==> src/pkt_pkg.sv <==
// shared types and constants for the two-channel packet bridge, imported by every RTL module
package pkt_pkg;

    // channel count and link width
    localparam int num_chan = 2;
    localparam int data_w   = 32;

    // header field widths, must add up to data_w
    localparam int magic_w  = 16;
    localparam int chan_w   = 4;
    localparam int seq_w    = 12;

    // apb address width and packet counter width
    localparam int addr_w   = 8;
    localparam int cnt_w    = 16;

    // register map
    localparam logic [addr_w-1:0] reg_ctrl  = 8'h00;
    localparam logic [addr_w-1:0] reg_magic = 8'h04;
    localparam logic [addr_w-1:0] reg_cnt0  = 8'h08;
    localparam logic [addr_w-1:0] reg_cnt1  = 8'h0C;

    // reset value of the header magic
    localparam logic [magic_w-1:0] magic_rst = 16'hCAFE;

    // framer fsm encoding
    localparam logic [1:0] st_idle    = 2'd0;
    localparam logic [1:0] st_head    = 2'd1;
    localparam logic [1:0] st_payload = 2'd2;

    // one beat on the framer-to-arbiter path and on the outbound link
    typedef struct packed {
        logic [data_w-1:0] data;
        logic              sop;
        logic              eop;
        logic              chan;
    } link_beat_t;

    // header fields, msb first
    typedef struct packed {
        logic [magic_w-1:0] magic;
        logic [chan_w-1:0]  chan_id;
        logic [seq_w-1:0]   seq;
    } pkt_header_t;

    // header word, seen as a raw link word or as its fields
    typedef union packed {
        logic [data_w-1:0] raw;
        pkt_header_t       f;
    } pkt_header_u;

    // apb request, master to slave
    typedef struct packed {
        logic [addr_w-1:0] paddr;
        logic              psel;
        logic              penable;
        logic              pwrite;
        logic [data_w-1:0] pwdata;
    } apb_req_t;

    // apb response, slave to master
    typedef struct packed {
        logic [data_w-1:0] prdata;
        logic              pready;
        logic              pslverr;
    } apb_rsp_t;

endpackage

==> src/pkt_framer.sv <==
// one channel framer: accepts a payload word and emits a header beat then a payload beat
`timescale 1ns/1ps

module pkt_framer import pkt_pkg::*; #(
    parameter int chan_idx = 0
) (
    input  logic               clk,
    input  logic               rst_n,
    input  logic [data_w-1:0]  in_data,
    input  logic               in_valid,
    output logic               in_ready,
    input  logic               chan_en,
    input  logic [magic_w-1:0] magic,
    output link_beat_t         req_beat,
    output logic               req_valid,
    input  logic               beat_ready
);

    logic [1:0]         state_q;
    logic [seq_w-1:0]   seq_q;
    logic [data_w-1:0]  data_q;
    logic [magic_w-1:0] magic_q;
    logic               accept;
    logic               beat_xfer;
    pkt_header_u        hdr;

    // a new word only when idle and enabled
    assign in_ready  = (state_q == st_idle) && chan_en;
    assign accept    = in_valid && in_ready;
    assign req_valid = (state_q != st_idle);
    assign beat_xfer = req_valid && beat_ready;

    always_ff @(posedge clk or negedge rst_n) begin
        if (!rst_n) begin
            state_q <= st_idle;
            seq_q   <= '0;
        end else begin
            case (state_q)
                st_idle: begin
                    if (accept) begin
                        state_q <= st_head;
                    end
                end
                st_head: begin
                    if (beat_xfer) begin
                        state_q <= st_payload;
                    end
                end
                st_payload: begin
                    if (beat_xfer) begin
                        state_q <= st_idle;
                        // 12-bit sequence wraps on its own
                        seq_q   <= seq_q + 1'b1;
                    end
                end
                default: begin
                    state_q <= st_idle;
                end
            endcase
        end
    end

    // payload and magic held for the whole packet
    always_ff @(posedge clk) begin
        if (accept) begin
            data_q  <= in_data;
            magic_q <= magic;
        end
    end

    // header built field by field
    always_comb begin
        hdr.f.magic   = magic_q;
        hdr.f.chan_id = chan_w'(chan_idx);
        hdr.f.seq     = seq_q;
    end

    always_comb begin
        req_beat.chan = 1'(chan_idx);
        req_beat.sop  = (state_q == st_head);
        req_beat.eop  = (state_q == st_payload);
        if (state_q == st_head) begin
            req_beat.data = hdr.raw;
        end else begin
            req_beat.data = data_q;
        end
    end

    // a stalled beat must not change under the arbiter
    a_beat_stable: assert property (
        @(posedge clk) disable iff (!rst_n)
        (req_valid && !beat_ready) |=> (req_valid && $stable(req_beat))
    ) else $error("framer %0d changed a stalled beat", chan_idx);

endmodule

==> src/link_arbiter.sv <==
// packet-atomic round-robin arbiter that puts framer beats onto the single outbound link
`timescale 1ns/1ps

module link_arbiter import pkt_pkg::*; (
    input  logic                clk,
    input  logic                rst_n,
    input  link_beat_t          req_beat [num_chan],
    input  logic [num_chan-1:0] req_valid,
    output logic [num_chan-1:0] beat_ready,
    output link_beat_t          link_beat,
    output logic                link_valid,
    input  logic                link_ready
);

    logic                prio_q;
    logic                locked_q;
    logic                lock_chan_q;
    logic                gnt_idx;
    logic [num_chan-1:0] grant;
    logic                link_xfer;

    // locked channel first, then the priority holder, then the other one
    always_comb begin
        if (locked_q) begin
            gnt_idx = lock_chan_q;
        end else if (req_valid[prio_q]) begin
            gnt_idx = prio_q;
        end else begin
            gnt_idx = ~prio_q;
        end
        if (req_valid[gnt_idx]) begin
            grant = num_chan'(1) << gnt_idx;
        end else begin
            grant = '0;
        end
    end

    assign link_valid = |grant;
    assign link_beat  = req_beat[gnt_idx];
    assign beat_ready = grant & {num_chan{link_ready}};
    assign link_xfer  = link_valid && link_ready;

    // the lock is taken as soon as a beat is offered, so a stalled
    // header cannot lose its grant to a later requester
    always_ff @(posedge clk or negedge rst_n) begin
        if (!rst_n) begin
            prio_q      <= 1'b0;
            locked_q    <= 1'b0;
            lock_chan_q <= 1'b0;
        end else if (link_valid) begin
            lock_chan_q <= gnt_idx;
            if (link_xfer && link_beat.eop) begin
                locked_q <= 1'b0;
                prio_q   <= ~gnt_idx;
            end else begin
                locked_q <= 1'b1;
            end
        end
    end

    // while a packet is open the locked channel alone holds the grant
    a_grant_onehot: assert property (
        @(posedge clk) disable iff (!rst_n)
        locked_q |-> (grant == (num_chan'(1) << lock_chan_q))
    ) else $error("arbiter grant not held one-hot on the locked channel");

    // no beat of another channel slips into a locked packet
    a_locked_source: assert property (
        @(posedge clk) disable iff (!rst_n)
        (locked_q && link_xfer) |-> (link_beat.chan == lock_chan_q)
    ) else $error("beat from unlocked channel during a packet");

endmodule

==> src/pkt_apb_regs.sv <==
// APB register block for channel enables, header magic and per-channel packet counters
`timescale 1ns/1ps

module pkt_apb_regs import pkt_pkg::*; (
    input  logic                clk,
    input  logic                rst_n,
    input  apb_req_t            apb_req,
    output apb_rsp_t            apb_rsp,
    input  link_beat_t          link_beat,
    input  logic                link_valid,
    input  logic                link_ready,
    output logic [num_chan-1:0] chan_en,
    output logic [magic_w-1:0]  magic
);

    logic                access;
    logic                wr_en;
    logic                addr_hit;
    logic                eop_xfer;
    logic [cnt_w-1:0]    cnt_q [num_chan];
    logic [num_chan-1:0] cnt_clr;
    logic [num_chan-1:0] cnt_inc;

    // no wait states, so setup plus enable is the whole access
    assign access   = apb_req.psel && apb_req.penable;
    assign addr_hit = (apb_req.paddr == reg_ctrl)  || (apb_req.paddr == reg_magic) ||
                      (apb_req.paddr == reg_cnt0)  || (apb_req.paddr == reg_cnt1);
    assign wr_en    = access && apb_req.pwrite && addr_hit;
    assign eop_xfer = link_valid && link_ready && link_beat.eop;

    always_comb begin
        cnt_clr[0] = wr_en && (apb_req.paddr == reg_cnt0);
        cnt_clr[1] = wr_en && (apb_req.paddr == reg_cnt1);
        for (int i = 0; i < num_chan; i++) begin
            cnt_inc[i] = eop_xfer && (link_beat.chan == 1'(i));
        end
    end

    always_ff @(posedge clk or negedge rst_n) begin
        if (!rst_n) begin
            chan_en <= '0;
            magic   <= magic_rst;
        end else if (wr_en) begin
            if (apb_req.paddr == reg_ctrl) begin
                chan_en <= apb_req.pwdata[num_chan-1:0];
            end
            if (apb_req.paddr == reg_magic) begin
                magic <= apb_req.pwdata[magic_w-1:0];
            end
        end
    end

    // clear wins over a same-cycle increment, counts saturate
    always_ff @(posedge clk or negedge rst_n) begin
        if (!rst_n) begin
            for (int i = 0; i < num_chan; i++) begin
                cnt_q[i] <= '0;
            end
        end else begin
            for (int i = 0; i < num_chan; i++) begin
                if (cnt_clr[i]) begin
                    cnt_q[i] <= '0;
                end else if (cnt_inc[i] && (cnt_q[i] != '1)) begin
                    cnt_q[i] <= cnt_q[i] + 1'b1;
                end
            end
        end
    end

    always_comb begin
        apb_rsp.pready  = 1'b1;
        apb_rsp.pslverr = access && !addr_hit;
        case (apb_req.paddr)
            reg_ctrl:  apb_rsp.prdata = data_w'(chan_en);
            reg_magic: apb_rsp.prdata = data_w'(magic);
            reg_cnt0:  apb_rsp.prdata = data_w'(cnt_q[0]);
            reg_cnt1:  apb_rsp.prdata = data_w'(cnt_q[1]);
            default:   apb_rsp.prdata = '0;
        endcase
    end

    // enable phase only after a setup phase
    a_apb_phase: assert property (
        @(posedge clk) disable iff (!rst_n)
        apb_req.penable |-> $past(apb_req.psel && !apb_req.penable)
    ) else $error("apb penable without a preceding setup phase");

endmodule

==> src/pkt_bridge_top.sv <==
// top level of the packet bridge: two framers, the link arbiter and the APB register block
`timescale 1ns/1ps

module pkt_bridge_top import pkt_pkg::*; (
    input  logic                clk,
    input  logic                rst_n,
    input  apb_req_t            apb_req,
    output apb_rsp_t            apb_rsp,
    input  logic [data_w-1:0]   in_data [num_chan],
    input  logic [num_chan-1:0] in_valid,
    output logic [num_chan-1:0] in_ready,
    output link_beat_t          link_beat,
    output logic                link_valid,
    input  logic                link_ready
);

    logic [num_chan-1:0] chan_en;
    logic [magic_w-1:0]  magic;
    link_beat_t          req_beat [num_chan];
    logic [num_chan-1:0] req_valid;
    logic [num_chan-1:0] beat_ready;

    pkt_framer #(.chan_idx(0)) u_framer0 (
        .clk        (clk),
        .rst_n      (rst_n),
        .in_data    (in_data[0]),
        .in_valid   (in_valid[0]),
        .in_ready   (in_ready[0]),
        .chan_en    (chan_en[0]),
        .magic      (magic),
        .req_beat   (req_beat[0]),
        .req_valid  (req_valid[0]),
        .beat_ready (beat_ready[0])
    );

    pkt_framer #(.chan_idx(1)) u_framer1 (
        .clk        (clk),
        .rst_n      (rst_n),
        .in_data    (in_data[1]),
        .in_valid   (in_valid[1]),
        .in_ready   (in_ready[1]),
        .chan_en    (chan_en[1]),
        .magic      (magic),
        .req_beat   (req_beat[1]),
        .req_valid  (req_valid[1]),
        .beat_ready (beat_ready[1])
    );

    link_arbiter u_arbiter (
        .clk        (clk),
        .rst_n      (rst_n),
        .req_beat   (req_beat),
        .req_valid  (req_valid),
        .beat_ready (beat_ready),
        .link_beat  (link_beat),
        .link_valid (link_valid),
        .link_ready (link_ready)
    );

    // counters watch the same handshake the link sees
    pkt_apb_regs u_regs (
        .clk        (clk),
        .rst_n      (rst_n),
        .apb_req    (apb_req),
        .apb_rsp    (apb_rsp),
        .link_beat  (link_beat),
        .link_valid (link_valid),
        .link_ready (link_ready),
        .chan_en    (chan_en),
        .magic      (magic)
    );

endmodule

==> config.mk <==
export PLATFORM = sky130hd
export DESIGN_NAME = pkt_bridge_top
export DESIGN_NICKNAME = d
export VERILOG_FILES = /design/src/pkt_pkg.sv /design/src/pkt_framer.sv /design/src/link_arbiter.sv /design/src/pkt_apb_regs.sv /design/src/pkt_bridge_top.sv
export SDC_FILE = /design/constraint.sdc
export NUM_CORES = 1
export LEC_CHECK = 0
export BUFFER_PORTS_ARGS = -buffer_cell sky130_fd_sc_hd__buf_4
export CAP_MARGIN = 10
export CORE_AREA = 2 2 127 129
export CTS_CLUSTER_SIZE = 12
export DETAILED_ROUTE_END_ITERATION = 10
export DIE_AREA = 0 0 129 131
export HOLD_SLACK_MARGIN = 0.15
export PLACE_DENSITY = 0.77
export SYNTH_ARGS = -nofsm -noshare
export SYNTH_HDL_FRONTEND = slang
export SYNTH_SLANG_ARGS = --single-unit
==> constraint.sdc <==
create_clock -name clk -period 3.3 [get_ports clk]
set_input_delay 0.33 -clock clk [delete_from_list [all_inputs] [get_ports clk]]
set_output_delay 0.33 -clock clk [all_outputs]
set_load 0.03 [all_outputs]
# Word level (Yosys, flattened, before mapping)

Index checks and enable logic that the tools add are counted.

Bits of input ports: 112
Register bits: 177
Output and inout port bits: 72
Logic and storage cells: 106

Reductions and logical operators: 37
Bitwise logic cells: 5
Shift-type cells: 1
Magnitude comparators: 3
Muxes and demuxes: 26
Equality and inequality tests: 15
Add/subtract/negate cells: 4

Operator list:

| kind                                                                    | number |
|---|---|
| 35-bit two-way mux                                                      | 3 |
| 16-bit two-way mux                                                      | 4 |
| 32-bit two-way mux                                                      | 2 |
| 16-bit case mux with 4 select lines                                     | 1 |
| 16-bit by 1-bit adder with 16-bit output, second input constant         | 2 |
| 16-bit inequality test, second input constant                           | 2 |
| 12-bit by 1-bit adder with 12-bit output, second input constant         | 2 |
| 1-bit logical AND                                                       | 18 |
| 8-bit by 4-bit equality test with 1-bit output, second input constant   | 2 |
| 2-bit two-way mux                                                       | 7 |
| 2-bit by 1-bit inequality test with 1-bit output, second input constant | 6 |
| 2-bit case mux with 3 select lines                                      | 2 |
| 2-bit AND reduction                                                     | 5 |
| 8-bit by 3-bit equality test with 1-bit output, second input constant   | 1 |
| 8-bit zero test                                                         | 1 |
| 2-bit nonzero test                                                      | 4 |
| 1-bit two-way mux                                                       | 7 |
| 3-bit AND reduction                                                     | 2 |
| 2-bit by 1-bit equality test with 1-bit output, second input constant   | 2 |
| 2-bit equality test, second input constant                              | 2 |
| 2-bit zero test                                                         | 2 |
| 1-bit by 2-bit < comparator with 1-bit output, second input constant    | 2 |
| 1-bit logical OR                                                        | 3 |
| 1-bit inverter                                                          | 3 |
| other kinds (6)                                                         | 6 |

# Depth between registers and ports, before layout

Word-level depth: 15
Depth in mapped cells: 7
Mapped depth without buffers: 6

# Modules after synthesis

A second synthesis with hierarchy kept.

Cell total of the unflattened synthesis: 677
Area total of the unflattened synthesis: 9167.5 µm²

Modules (own cells, without submodules):

| module       | instances | cells each | sequential area each (µm²) | area each (µm²) |
|---|---|---|---|---|
| pkt_framer   | 2         | 147        | 1791.7                     | 2593.7 |
| pkt_apb_regs | 1         | 318        | 1265.0                     | 3246.9 |
| link_arbiter | 1         | 65         | 75.1                       | 733.2 |

# Worst setup path before layout

Ideal clock, no wire load.

Path type: register -> register
Start point: reg u_framer0.state_q[1]
End point: reg u_framer0.data_q[0] (enable)
Data arrival time: 1891 ps
Path buffers: 0
Cell stages (with the launch flop): 3
Setup time: 411 ps
Slack: 997 ps
Data required time: 2889 ps
Clock period less this slack: 2303 ps
Cell sequence: dfrtp_1 > nor2_1 > and3_1

Longest elaborated chain between the ends: 3

Ends and longest elaborated chain:

| element                    | line             | RTL |
|---|---|---|
| from (decl)                | pkt_framer.sv:19 | `logic [1:0] state_q;` |
| from (signal assigned)     | pkt_framer.sv:35 | `state_q <= st_idle;` |
| from (signal assigned)     | pkt_framer.sv:41 | `state_q <= st_head;` |
| from (signal assigned)     | pkt_framer.sv:46 | `state_q <= st_payload;` |
| 2-bit zero test            | pkt_framer.sv:28 | `assign in_ready = (state_q == st_idle) && chan_en;` |
| 1-bit logical AND          | pkt_framer.sv:28 |  |
| 1-bit logical AND          | pkt_framer.sv:29 | `assign accept = in_valid && in_ready;` |
| named net u_framer0.accept | pkt_framer.sv:23 | `logic accept;` |
| to (signal assigned)       | pkt_framer.sv:66 | `data_q <= in_data;` |
| to (decl)                  | pkt_framer.sv:21 | `logic [data_w-1:0] data_q;` |

The timed path passes the listed nets, and every way through them passes these cells.
A chain may end at the register's enable or synchronous reset.

==> impl_metrics.toml <==
[die]
initial_utilization_pct = 53.60
core_um2 = 15600
dieArea_um2 = 16900
num_rows = 46
ioPinCount = 184
dieWidth_um = 129
die_h_um = 131

[placement]
hpwlAfterDp_um = 14440
place_congestion = 0.8928
io_buffers = 150

[cells_and_area]
seqCellArea_um2 = 4923
drive_gt1_share_pct = 25.18
nets = 1096
fin_util_pct = 70.70
multiInputGateArea_um2 = 3193
filler_cell_count = 1099
area_delta_synth_final_pct = 31.91

[setup_path]
criticalPathCategory = "reg -> out"
reg2regPathDepth = 6
r2r_start = "u_framer1.state_q[1]"
crit_path_start = "u_framer1.state_q[1]"
path_buf_inv = 2
regToRegEndpoint = "u_regs.cnt_q[5]"
crit_fanout = 45
start_kind = "flop"
crit_path_cell_trace = "o21a_1 > o31ai_4 > inv_2 > and3_1 > a31oi_1 > buf_4"
cp-end-kind = "primary output"
critical_path_cell_count = 6
worstPathArrival_ns = 2.51
worstPathRequired_ns = 2.97
r2r_slack_ns = 0.82
endpoint = "link_beat[27]"
slowest_delay_ns = 0.45
cp_top_family = "compound AO/OA/AOI/OAI gates"
cp_slowest_cell = "dfrtp_1"

[grt]
grt_pass1_vias = 6924
grt_overflow = 0
track_usage_pct = 27.96
antenna_found_initial = 1
grt_max_degree = 82
grt_pass1_wl_um = 35740

[synthesis]
synth-edff-count = 96
syn_inst = 762
yosys.area.top_type = "edfxtp_1"
async_flop_share_pct = 45.76
ys_types = 52
ys_top_cells_by_area = "edfxtp_1 34%, dfrtp_1 21%, nand2_1 6.7%"
syn_avg_cell_area_um2 = 10.97
synth_flop_cell = "edfxtp_1"
ys_ff_latch = 177
synth_top_area_share_pct = 34.48
yosys_warnings = 0
syn_area_um2 = 8361
yosysSeqAreaShare_pct = 58.89

[route]
via_per_inst = 5.694
first_pass_iters = 7
wl_per_cell_um = 18.82
drt_iter0_markers = 650
finalWirelength_um = 22770
drc = 0
ant_nets = 0
vias = 6890

[sta]
tns_ns = 0
fmax_ghz = 0.3525
hold_viol_final = 0
maxSlewHeadroom_pct = 31.04
finalWorstPathRequiredPeriod_ns = 2.837
finalClockSkew_ns = 0.01003
setup_violations = 0
rsz0062_at_grt = "false"
finalCritPeriodShare_pct = 85.97
tightest_slew_ns = 1.034
slew_viol_final = 0

[worst_hold_path]
hp-class = "in -> reg"
holdPathStages = 2

[clocking]
clock-sinks = 177
ctsResizeCount = 0
clk_pin_slew_worst_paths_ns = 0.07
clk_path_buf_depth = 2
clk_latency_ns = 0.43
cts_buffers = 17
ctsRootBufferMaster = "clkbuf_16"
cts_tree = "yes"
htree_num_levels = 4

[pwr]
power.density_nw_per_um2 = 566.1
p_leak_nw = 4.718
vdd_drop_max_mv = 0.4037
seq_power_share_pct = 38.8
switching_share_pct = 33.50
p_switching_mw = 2.091
clockPowerShare_pct = 32.2
power_frac_comb_pct = 29.0
internal_power_mw = 4.152

[job]
maxCapViolations = 0

[run_status]
status = "finished clean"
## area by class of cell
class,count,share of cell area [%]
sequential,177,44.64
antenna,1,0.02269
inverter,3,0.1021
clock buffer,20,3.960
tap,216,2.451
clock inverter,12,1.327
multi-input combinational,539,28.95
timing repair buffer,242,18.54
## cells by family (layout without fill, tap and decap cells)
logic type | count (synthesis) | in the layout | synth area share (%)
and+or+nand+nor | 357 | 357 | 20.80
DFF | 177 | 177 | 58.89
AOI/OAI and AO/OA | 89 | 89 | 7.034
buffers and inverters | 61 | 277 | 3.681
muxes | 38 | 38 | 5.343
xor gates and xnor gates | 34 | 34 | 3.562
adders and majority gates | 4 | 4 | 0.5986
other | 2 | 18 | 0.08983
## worst reg2reg max path, cell delays in order, from the launching register on
cell,delay (ns)
dfrtp_1,0.45
nor2b_1,0.26
nand3_1,0.34
buf_4,0.29
nor4_1,0.62
a311oi_1,0.19
a41o_1,0.23
## cell usage after synthesis, types with 12 or more instances
cell type,n
a21oi_1,13
a22oi_1,15
a31oi_1,30
and3_1,39
buf_4,20
clkbuf_1,30
dfrtp_1,70
edfxtp_1,96
mux2_2,33
nand2_1,150
nand3_1,26
nand4_1,16
nor2_1,50
nor3_1,13
o21ai_0,16
xnor2_1,22
xor2_1,12
## registers in the layout, indices dropped and copies added, names as in the netlist
signal	flops
u_framer0.data_q	32
u_framer1.data_q	32
u_regs.cnt_q	32
u_framer0.magic_q	16
u_framer1.magic_q	16
u_regs.magic	16
u_framer0.seq_q	12
u_framer1.seq_q	12
u_framer0.state_q	2
u_framer1.state_q	2
u_regs.chan_en	2
u_arbiter.lock_chan_q	1
u_arbiter.locked_q	1
u_arbiter.prio_q	1
## layer usage
metal  track usage, %  vias up  share of wire [%]
met5                0        -                  0
met4            11.25        0                2.6
met3            4.438       45                7.2
met2            48.71      372                 50
met1            35.23     3318                 40
li1                 -     3155                  -
## power by group through the flow
stage	Combinational, mW	Clock [mW]	Sequential (mW)
after floorplan	1.08	0	2.45
after global placement	1.68	0	2.46
after detailed placement	1.71	0	2.47
after CTS	1.79	2.03	2.42
after global routing	1.91	2.12	2.43
final	1.81	2.01	2.42
## worst min path at each step
stage,startpoint,end
2_1_floorplan,rst_n,u_arbiter.lock_chan_q
3_3_place_gp,u_framer1.seq_q[11],u_framer1.seq_q[11]
3_5_place_dp,u_framer0.seq_q[11],u_framer0.seq_q[11]
4_1_cts,link_ready,u_arbiter.locked_q
5_1_grt,link_ready,u_arbiter.locked_q
6_report,link_ready,u_arbiter.locked_q
## placed cells by master (no fill, tap or decap), types with 3 or more instances in the layout
| cell | Yosys | routed |
|---|---|---|
| buf_4 | 20 | 159 |
| nand2_1 | 150 | 150 |
| edfxtp_1 | 96 | 96 |
| dlygate4sd3_1 | 0 | 81 |
| dfrtp_1 | 70 | 70 |
| nor2_1 | 50 | 50 |
| and3_1 | 39 | 37 |
| mux2_2 | 33 | 33 |
| a31oi_1 | 30 | 30 |
| nand3_1 | 26 | 26 |
| xnor2_1 | 22 | 22 |
| conb_1 | 2 | 17 |
| clkbuf_16 | 0 | 17 |
| o21ai_0 | 16 | 16 |
| nand4_1 | 16 | 16 |
| a22oi_1 | 15 | 15 |
| nor3_1 | 13 | 13 |
| a21oi_1 | 13 | 13 |
| xor2_1 | 12 | 12 |
| nor4_1 | 11 | 11 |
| or3_1 | 11 | 11 |
| dfstp_2 | 11 | 11 |
| nand2b_1 | 8 | 8 |
| and2_1 | 5 | 5 |
| or4_1 | 5 | 5 |
| inv_6 | 0 | 5 |
| nor2b_1 | 6 | 4 |
| and4_1 | 4 | 4 |
| ha_1 | 4 | 4 |
| or2_2 | 3 | 3 |
| mux2i_1 | 3 | 3 |
| a21o_1 | 3 | 3 |
| nand4b_1 | 3 | 3 |
| clkbuf_1 | 30 | 3 |
| clkinvlp_4 | 0 | 3 |
## per-stage QoR
stage               setup WS, ns  cells  power, mW  area (µm²)  hold slack [ns]
finish                    0.4629   1210      6.243       11030           0.2219
global route              0.3477   1210      6.457       11030           0.2393
CTS                       0.5072   1209      6.240       11030           0.2101
detailed placement        0.8758   1096      4.175        9632           0.4702
global placement          0.9187   1096      4.147        9632           0.4584
floorplan                 0.9972    777      3.530        8417          0.03441
## what timing repair did
action	4_1_cts	5_1_grt
setup buffers	0	0
endpoints found under the hold margin	152	0
hold buffers	81	0
Power figures use the tool's default switching activity.
